<file path="src/common/mem_core_pkg.sv">
`default_nettype none

package mem_core_pkg;

  // geometry of the virtual memory and its replicated banks
  localparam int DATA_WIDTH   = 32;
  localparam int NUM_RD_PORTS = 2;
  localparam int NUM_BANKS    = 6;
  localparam int NUM_ROWS     = 64;
  localparam int NUM_ADDR     = NUM_BANKS * NUM_ROWS;
  localparam int ADDR_WIDTH   = 9;
  localparam int BANK_WIDTH   = 3;
  localparam int ROW_WIDTH    = 6;
  localparam int PADR_WIDTH   = BANK_WIDTH + ROW_WIDTH;

  // one copy of every bank per read port at index bank * NUM_RD_PORTS + port
  localparam int NUM_PHYS = NUM_BANKS * NUM_RD_PORTS;

  typedef struct packed {
    logic [BANK_WIDTH-1:0] bank;
    logic [ROW_WIDTH-1:0]  row;
  } bank_loc_t;

  typedef struct packed {
    logic                  vld;
    bank_loc_t             loc;
    logic [DATA_WIDTH-1:0] data;
  } wr_req_t;

  typedef struct packed {
    logic      vld;
    bank_loc_t loc;
  } rd_req_t;

  // request and response of one physical 1r1w SRAM
  typedef struct packed {
    logic                  en;
    logic [ROW_WIDTH-1:0]  row;
    logic [DATA_WIDTH-1:0] data;
  } phys_wr_t;

  typedef struct packed {
    logic                 en;
    logic [ROW_WIDTH-1:0] row;
  } phys_rd_t;

  typedef struct packed {
    logic [DATA_WIDTH-1:0] data;
    logic                  fwrd;
    logic                  serr;
    logic                  derr;
    logic [ROW_WIDTH-1:0]  padr;
  } bank_rsp_t;

  // result of one virtual read with padr as bank joined with row
  typedef struct packed {
    logic                  vld;
    logic [DATA_WIDTH-1:0] data;
    logic                  fwrd;
    logic                  serr;
    logic                  derr;
    logic [PADR_WIDTH-1:0] padr;
  } rd_rsp_t;

endpackage

`default_nettype wire

</file>
<file path="src/rtl/init_sweep.sv">
`default_nettype none

module init_sweep (
  input  logic                               clk,
  input  logic                               rst,
  output logic                               init_active,
  output logic [mem_core_pkg::ROW_WIDTH-1:0] init_row,
  output logic                               ready
);
  import mem_core_pkg::*;

  // one extra bit so the counter can park at NUM_ROWS
  localparam int CNT_WIDTH = ROW_WIDTH + 1;

  logic [CNT_WIDTH-1:0] row_cnt;
  logic                 last_row;

  assign init_active = (row_cnt != CNT_WIDTH'(NUM_ROWS));
  assign init_row    = row_cnt[ROW_WIDTH-1:0];
  assign last_row    = (row_cnt == CNT_WIDTH'(NUM_ROWS - 1));

  always_ff @(posedge clk) begin
    if (rst) begin
      row_cnt <= '0;
    end else if (init_active) begin
      row_cnt <= row_cnt + 1'b1;
    end
  end

  // ready follows the last zero-fill write by one cycle and then holds
  always_ff @(posedge clk) begin
    if (rst) begin
      ready <= 1'b0;
    end else if (last_row) begin
      ready <= 1'b1;
    end
  end

endmodule

`default_nettype wire

</file>
<file path="src/rtl/addr_decode.sv">
`default_nettype none

module addr_decode (
  input  logic [mem_core_pkg::ADDR_WIDTH-1:0] vaddr,
  output mem_core_pkg::bank_loc_t             loc,
  output logic                                in_range
);
  import mem_core_pkg::*;

  logic [ADDR_WIDTH-1:0] quot;
  logic [ADDR_WIDTH-1:0] rem;

  // bank count is not a power of two, so bank and row come from a real divide
  // consecutive addresses land in consecutive banks
  assign quot = vaddr / ADDR_WIDTH'(NUM_BANKS);
  assign rem  = vaddr % ADDR_WIDTH'(NUM_BANKS);

  always_comb begin
    loc.bank = rem[BANK_WIDTH-1:0];
    loc.row  = quot[ROW_WIDTH-1:0];
  end

  // upper addresses decode to rows past the end and must be dropped by the user
  assign in_range = (vaddr < ADDR_WIDTH'(NUM_ADDR));

endmodule

`default_nettype wire

</file>
<file path="src/rtl/bank_request.sv">
`default_nettype none

module bank_request (
  input  logic                                init_active,
  input  logic [mem_core_pkg::ROW_WIDTH-1:0]  init_row,
  input  mem_core_pkg::bank_loc_t             wr_loc,
  input  logic                                wr_in_range,
  input  logic                                vwrite,
  input  logic [mem_core_pkg::DATA_WIDTH-1:0] vdin,
  input  mem_core_pkg::rd_req_t               rd_acc [mem_core_pkg::NUM_RD_PORTS],
  output mem_core_pkg::wr_req_t               wr_acc,
  output mem_core_pkg::phys_wr_t              pwr [mem_core_pkg::NUM_PHYS],
  output mem_core_pkg::phys_rd_t              prd [mem_core_pkg::NUM_PHYS]
);
  import mem_core_pkg::*;

  // writes are ignored while the sweep owns the banks or when out of range
  always_comb begin
    wr_acc.vld  = vwrite & wr_in_range & ~init_active;
    wr_acc.loc  = wr_loc;
    wr_acc.data = vdin;
  end

  always_comb begin
    for (int i = 0; i < NUM_PHYS; i++) begin
      pwr[i] = '0;
      prd[i] = '0;
    end

    if (init_active) begin
      // zero-fill the same row in every copy
      for (int i = 0; i < NUM_PHYS; i++) begin
        pwr[i].en   = 1'b1;
        pwr[i].row  = init_row;
        pwr[i].data = '0;
      end
    end else begin
      for (int b = 0; b < NUM_BANKS; b++) begin
        for (int p = 0; p < NUM_RD_PORTS; p++) begin
          // a write updates every port copy of its bank
          if (wr_acc.vld && (wr_acc.loc.bank == BANK_WIDTH'(b))) begin
            pwr[b * NUM_RD_PORTS + p].en   = 1'b1;
            pwr[b * NUM_RD_PORTS + p].row  = wr_acc.loc.row;
            pwr[b * NUM_RD_PORTS + p].data = wr_acc.data;
          end
          // each port reads only its own copy
          if (rd_acc[p].vld && (rd_acc[p].loc.bank == BANK_WIDTH'(b))) begin
            prd[b * NUM_RD_PORTS + p].en  = 1'b1;
            prd[b * NUM_RD_PORTS + p].row = rd_acc[p].loc.row;
          end
        end
      end
    end
  end

endmodule

`default_nettype wire

</file>
<file path="src/read_pipe/read_fwd_pipe.sv">
`default_nettype none

module read_fwd_pipe #(
  parameter int SRAM_DELAY = 2
) (
  input  logic                                  clk,
  input  logic                                  rst,
  input  logic                                  init_active,
  input  logic [mem_core_pkg::NUM_RD_PORTS-1:0] vread,
  input  mem_core_pkg::bank_loc_t               rd_loc [mem_core_pkg::NUM_RD_PORTS],
  input  mem_core_pkg::wr_req_t                 wr_acc,
  output mem_core_pkg::rd_req_t                 rd_acc [mem_core_pkg::NUM_RD_PORTS],
  output mem_core_pkg::rd_rsp_t                 stage_out [mem_core_pkg::NUM_RD_PORTS]
);
  import mem_core_pkg::*;

  // one shift register per port, as deep as the SRAM latency
  rd_rsp_t stg [NUM_RD_PORTS][SRAM_DELAY];

  for (genvar p = 0; p < NUM_RD_PORTS; p++) begin : g_port
    // reads are held off until the zero-fill is over
    always_comb begin
      rd_acc[p].vld = vread[p] & ~init_active;
      rd_acc[p].loc = rd_loc[p];
    end

    for (genvar s = 0; s < SRAM_DELAY; s++) begin : g_stage
      rd_rsp_t prev;
      rd_rsp_t upd;

      if (s == 0) begin : g_head
        always_comb begin
          prev      = '0;
          prev.vld  = rd_acc[p].vld;
          prev.padr = rd_acc[p].loc;
        end
      end else begin : g_tail
        assign prev = stg[p][s-1];
      end

      // a write to the same location while the read is in flight
      // overrides the stale SRAM word, later stages see the latest write
      always_comb begin
        upd = prev;
        if (wr_acc.vld && (wr_acc.loc == prev.padr)) begin
          upd.data = wr_acc.data;
          upd.fwrd = 1'b1;
        end
      end

      always_ff @(posedge clk) begin
        stg[p][s] <= upd;
        if (rst) begin
          stg[p][s].vld <= 1'b0;
        end
      end
    end

    assign stage_out[p] = stg[p][SRAM_DELAY-1];
  end

endmodule

`default_nettype wire

</file>
<file path="src/read_pipe/read_return_mux.sv">
`default_nettype none

module read_return_mux (
  input  mem_core_pkg::rd_rsp_t   stage_out [mem_core_pkg::NUM_RD_PORTS],
  input  mem_core_pkg::bank_rsp_t pdout [mem_core_pkg::NUM_PHYS],
  output mem_core_pkg::rd_rsp_t   vrd_rsp [mem_core_pkg::NUM_RD_PORTS]
);
  import mem_core_pkg::*;

  always_comb begin
    for (int p = 0; p < NUM_RD_PORTS; p++) begin
      bank_loc_t loc;
      bank_rsp_t sel;

      loc = stage_out[p].padr;

      // pick this port's copy of the bank the read went to
      sel = '0;
      for (int b = 0; b < NUM_BANKS; b++) begin
        if (loc.bank == BANK_WIDTH'(b)) begin
          sel = pdout[b * NUM_RD_PORTS + p];
        end
      end

      vrd_rsp[p].vld  = stage_out[p].vld;
      vrd_rsp[p].data = stage_out[p].fwrd ? stage_out[p].data : sel.data;
      vrd_rsp[p].fwrd = stage_out[p].fwrd | sel.fwrd;
      vrd_rsp[p].serr = sel.serr;
      vrd_rsp[p].derr = sel.derr;
      // the SRAM reports the row, the bank comes from the pipe
      vrd_rsp[p].padr = {loc.bank, sel.padr};
    end
  end

endmodule

`default_nettype wire

</file>
<file path="src/rtl/mem_core_top.sv">
`default_nettype none

module mem_core_top #(
  parameter int SRAM_DELAY = 2
) (
  input  logic                                  clk,
  input  logic                                  rst,

  // virtual write port
  input  logic                                  vwrite,
  input  logic [mem_core_pkg::ADDR_WIDTH-1:0]   vwr_addr,
  input  logic [mem_core_pkg::DATA_WIDTH-1:0]   vdin,

  // virtual read ports
  input  logic [mem_core_pkg::NUM_RD_PORTS-1:0] vread,
  input  logic [mem_core_pkg::ADDR_WIDTH-1:0]   vrd_addr [mem_core_pkg::NUM_RD_PORTS],
  output mem_core_pkg::rd_rsp_t                 vrd_rsp [mem_core_pkg::NUM_RD_PORTS],

  // physical SRAM side
  output mem_core_pkg::phys_wr_t                pwr [mem_core_pkg::NUM_PHYS],
  output mem_core_pkg::phys_rd_t                prd [mem_core_pkg::NUM_PHYS],
  input  mem_core_pkg::bank_rsp_t               pdout [mem_core_pkg::NUM_PHYS],

  output logic                                  ready
);
  import mem_core_pkg::*;

  logic                 init_active;
  logic [ROW_WIDTH-1:0] init_row;
  bank_loc_t            wr_loc;
  logic                 wr_in_range;
  bank_loc_t            rd_loc [NUM_RD_PORTS];
  wr_req_t              wr_acc;
  rd_req_t              rd_acc [NUM_RD_PORTS];
  rd_rsp_t              stage_out [NUM_RD_PORTS];

  init_sweep i_init_sweep (
    .clk         (clk),
    .rst         (rst),
    .init_active (init_active),
    .init_row    (init_row),
    .ready       (ready)
  );

  addr_decode i_wr_decode (
    .vaddr    (vwr_addr),
    .loc      (wr_loc),
    .in_range (wr_in_range)
  );

  // out-of-range reads just return whatever row they alias to
  for (genvar p = 0; p < NUM_RD_PORTS; p++) begin : g_rd_decode
    addr_decode i_rd_decode (
      .vaddr    (vrd_addr[p]),
      .loc      (rd_loc[p]),
      .in_range ()
    );
  end

  bank_request i_bank_request (
    .init_active (init_active),
    .init_row    (init_row),
    .wr_loc      (wr_loc),
    .wr_in_range (wr_in_range),
    .vwrite      (vwrite),
    .vdin        (vdin),
    .rd_acc      (rd_acc),
    .wr_acc      (wr_acc),
    .pwr         (pwr),
    .prd         (prd)
  );

  read_fwd_pipe #(
    .SRAM_DELAY (SRAM_DELAY)
  ) i_read_fwd_pipe (
    .clk         (clk),
    .rst         (rst),
    .init_active (init_active),
    .vread       (vread),
    .rd_loc      (rd_loc),
    .wr_acc      (wr_acc),
    .rd_acc      (rd_acc),
    .stage_out   (stage_out)
  );

  read_return_mux i_read_return_mux (
    .stage_out (stage_out),
    .pdout     (pdout),
    .vrd_rsp   (vrd_rsp)
  );

endmodule

`default_nettype wire

</file>
<file path="config.mk">
export PLATFORM = sky130hd
export DESIGN_NAME = mem_core_top
export DESIGN_NICKNAME = d
export VERILOG_FILES = /design/src/common/mem_core_pkg.sv /design/src/rtl/init_sweep.sv /design/src/rtl/addr_decode.sv /design/src/rtl/bank_request.sv /design/src/read_pipe/read_fwd_pipe.sv /design/src/read_pipe/read_return_mux.sv /design/src/rtl/mem_core_top.sv
export SDC_FILE = /design/constraint.sdc
export NUM_CORES = 1
export LEC_CHECK = 0
export BUFFER_PORTS_ARGS = -buffer_cell sky130_fd_sc_hd__buf_2
export CAP_MARGIN = 20
export CORE_AREA = 2 2 467 469
export DETAILED_ROUTE_END_ITERATION = 16
export DIE_AREA = 0 0 469 471
export SYNTH_ARGS = -nofsm -noshare
export SYNTH_HDL_FRONTEND = slang
export SYNTH_HIERARCHICAL = 1
export SYNTH_SLANG_ARGS = --single-unit
</file>
<file path="constraint.sdc">
create_clock -name clk -period 10.3 [get_ports clk]
set_input_delay 1.03 -clock clk [delete_from_list [all_inputs] [get_ports clk]]
set_output_delay 1.03 -clock clk [all_outputs]
set_load 0.01 [all_outputs]
</file>
# Yosys cells after proc, flatten, opt, wreduce, memory -nomap -nowiden
# Memories as Yosys holds them, arrays and structs flattened.
# Index checks and enable logic that the tools add are counted.
# op_classes
add_sub_neg,1
div_mod_pow,6
magnitude_cmp,1
eq_ne,31
mux,44
n_bitwise,11
reduce_logical,27
# ops
op,count
41-bit 2-to-1 mux,12
468-bit 2-to-1 mux,1
39-bit 2-to-1 mux,6
33-bit 2-to-1 mux,4
7-bit 2-to-1 mux,12
84-bit 2-to-1 mux,1
32-bit 2-to-1 mux,2
9-bit == test,4
"3-bit by 2-bit == test with 1-bit output, second input constant",10
"3-bit == test, second input constant",10
"9-bit by 3-bit divider with 9-bit output, second input constant",3
"9-bit by 3-bit remainder unit with 9-bit output, second input constant",3
1-bit logical AND,22
"3-bit by 1-bit == test with 1-bit output, second input constant",5
3-bit logical NOT,5
"9-bit less-than comparator, second input constant",1
"7-bit by 1-bit adder with 7-bit output, second input constant",1
"7-bit by 6-bit == test with 1-bit output, second input constant",1
"7-bit inequality test, second input constant",1
1-bit 2-to-1 mux,6
1-bit AND,4
"1-bit bitwise OR, first input constant",4
1-bit bitwise OR,2
1-bit inverter,1
# word_totals
reg_bits,8
mem_bits_rw,176
memories,1
# mem_list
name,words,word_bits,rd,rd_clocked_by_memory_dff,wr,line,source
i_read_fwd_pipe.stg,2,88,2,0,2,read_fwd_pipe.sv:18,rd_rsp_t stg [NUM_RD_PORTS][SRAM_DELAY];

# Logic depth before layout (Yosys ltp)
# An unclocked memory read counts as a cell.
# logic_depth
ltp_word,9
mapped_depth,20
mapped_depth_nobuf,15

# Hierarchy
# Netlist, hierarchy kept.
# by_module_without_submodules
module,instances,cells_each,area_per_inst_um2,seq_area_each_um2
read_fwd_pipe,1,406,5346.4,3443.3
read_return_mux,1,603,5082.4,0.0
bank_request,1,744,4545.6,0.0
addr_decode at g_rd_decode[0].i_rd_decode ...,2,108,711.9,0.0
addr_decode at i_wr_decode,1,113,721.9,0.0
init_sweep,1,48,434.2,160.2

# Worst setup path after synthesis
# Ideal clock, no wire load.
# synth_path
kind,input port to output port
from,in vwr_addr[4] (netlist name)
to,out pwr[211] (netlist name)
arrival_ps,4772
setup_slack_ps,4498
path_stages,17
path_cell_list,buf_4 > and3b_4 > a32o_1 > o22a_1 > or3_4 > nor2_1 > mux2_2 > ha_1 > nor3b_1 > a41o_1 > a221o_1 > a311oi_1 > nand2b_1 > buf_2 > buf_1 > nor3_1 > buf_4
# synth_lines
element,line,source
"start, declared",mem_core_top.sv:11,"input logic [mem_core_pkg::ADDR_WIDTH-1:0] vwr_addr,"
"end, declared",mem_core_top.sv:20,"output mem_core_pkg::phys_wr_t pwr [mem_core_pkg::NUM_PHYS],"

==> metrics.csv <==
metric,value,unit
clock buffer depth,2,
clk sinks,168,
Critical Path Fanout Max,40,
die height,471,um
area grow syn2layout,42.9,%
initial antenna violation count,82,
HPWL Detailed,155000,um
num ports,1199,
vias in the first global route,18400,
worst-path cell chain,"buf_2, or4bb_1, a21oi_1, o22ai_1, nand3_1, nor2_1, mux2_2, ha_1, and2_1, a41o_1, a221o_1, a311oi_2, buf_4, nand2b_4, buf_4, nor3_1, buf_2",
Worst Hold Class,reg2reg,
"leading cell type in the layout, fill and taps excluded",buf_2,
leakage,11.4,nW
Initial DRT Pass Iterations,6,
Avg WL per Cell,31.0,um
crit path DAT,5.97,ns
# hold bufs at CTS,0,
layout cells sized above 1,52.1,%
total of max-cap violations,0,
CTS Buf Count,17,
critical path class,in2out,
VDD IR max,0.147,mV
Post-Synthesis Net Count,2672,
drt total wl,180000,um
slowest library cell on the worst path,nor3_1,
final routed DRC violation total,0,
gr ovfl total,0,
Buffers & Inverters on Critical Path,4,
H-tree levels,4,
measured slew at the worst slew-check pin,1.30,ns
Setup Skew,0.0191,ns
yosys warns,6,
worst skew pair latency,0.54,ns
fmax,143,MHz
CTS tree,built,
Post-CTS Setup Inserts,0,
Final Hold Vio Count,0,
Worst Path Required,9.27,ns
"commonest non-fill, non-tap cells in the layout","1,198 x buf_2, 305 x nor3_1, 161 x dfxtp_1, 112 x mux2i_1, 94 x and2_1",
Non-Filler Instances,5792,
cell area after synthesis,17300,um^2
initial core utilization,7.99,%
row cnt,171,
Worst path max stage delay,0.57,ns
Critical Path Source Type,input pin,
Mapped Cells,2111,
CP top delay family,simple AND/OR/NAND/NOR gates,
setup violators final,0,
post-route clock period utilization,67.9,%
largest net degree at the start of global routing,100,
Post-Place Cells,5702,
fin nets,3429,
gr usage total,15.5,%
Rel. slew slack,12.8,%
post-cts sizing count,0,
gpl congestion,0.996,
Via density,3.47,
Setup TNS,0,ns
"Slew Viols, Final",0,
Final ANT Viol Nets,0,
syn_area_per_cell,8.18,um^2
clock slew at reported path FFs,0.07,ns
CP endpoint kind,output pin,
Starting DRT DRC Count,1464,
RSZ-0062 raised after global routing,false,
Root Buffer,clkbuf_16,
vias,20100,
first-pass GRT wire length,215000,um
minimum clock period,7.00,ns
DIE AREA,221000,um^2
Filler cells,25300,
Pwr per Cell Area,113,nW/um^2
Die Span X,469,um
# port buffers,1198,
status,finished clean,
core area,216000,um^2
flip-flops by register name (all words and copies together), names as in the netlist:
signal	count
i_read_fwd_pipe/stg	160
i_init_sweep/row_cnt	7
i_init_sweep/ready	1
worst reg2reg max path, delay by kind of cell, from the launching register on:
| family | cells | cell delay, ns |
|---|---|---|
| adders and majority gates | 1 | 0.14 |
| DFF | 1 | 0.36 |
| and+or+nand+nor | 5 | 1.67 |
| buffers and inverters | 3 | 1.14 |
| muxes | 1 | 0.49 |
power by group:
group | switching [W] | internal, W | total, W
Clock | 0.000379 | 0.000349 | 0.000728
Combinational | 0.000924 | 0.000446 | 0.00137
Sequential | 0.0000294 | 0.000664 | 0.000694
routing by layer:
metal	wire, um	track usage (%)
met1	72900	18.2
met2	81900	25.0
met3	18500	6.52
met4	6090	5.32
met5	175	0
final cells by class:
type / count / area, um^2 / share of cell area (%)
Clock inverter: 11 / 116 / 0.471
Inverter: 69 / 259 / 1.05
Antenna cell: 57 / 143 / 0.578
Clock buffer: 21 / 482 / 1.95
Multi-Input combinational cell: 1371 / 10400 / 42.0
Timing Repair Buffer: 1241 / 6350 / 25.7
Tap cell: 2854 / 3570 / 14.5
Sequential cell: 168 / 3390 / 13.7
final timing paths:
path | startpoint | to | slack (ns) | cells past startpoint
hold reg to reg | i_read_fwd_pipe/stg[1][51] | i_read_fwd_pipe/stg[1][8] | 0.36 | 0
hold / removal | i_read_fwd_pipe/stg[1][51] | i_read_fwd_pipe/stg[1][8] | 0.36 | 0
setup reg to reg | i_init_sweep/row_cnt[0] | i_read_fwd_pipe/stg[1][36] | 6.39 | 10
setup / recovery | vwr_addr[7] | pwr[279] | 3.30 | 17
per-stage QoR:
| step | area, um^2 | setup slack [ns] | hold WS [ns] | utilization, % | total power [W] |
|---|---|---|---|---|---|
| after floorplan | 17300 | 4.50 | 0.350 | - | 0.00138 |
| after global placement | 23900 | 3.03 | 0.346 | 11.1 | 0.00212 |
| after detailed placement | 23900 | 3.10 | 0.349 | 11.1 | 0.00213 |
| after CTS | 24500 | 3.10 | 0.360 | 11.4 | 0.00291 |
| after global routing | 24600 | 2.95 | 0.363 | 11.4 | 0.00296 |
| final | 24700 | 3.30 | 0.358 | 11.4 | 0.00279 |
Note: power is estimated with default switching activity, not from simulation.
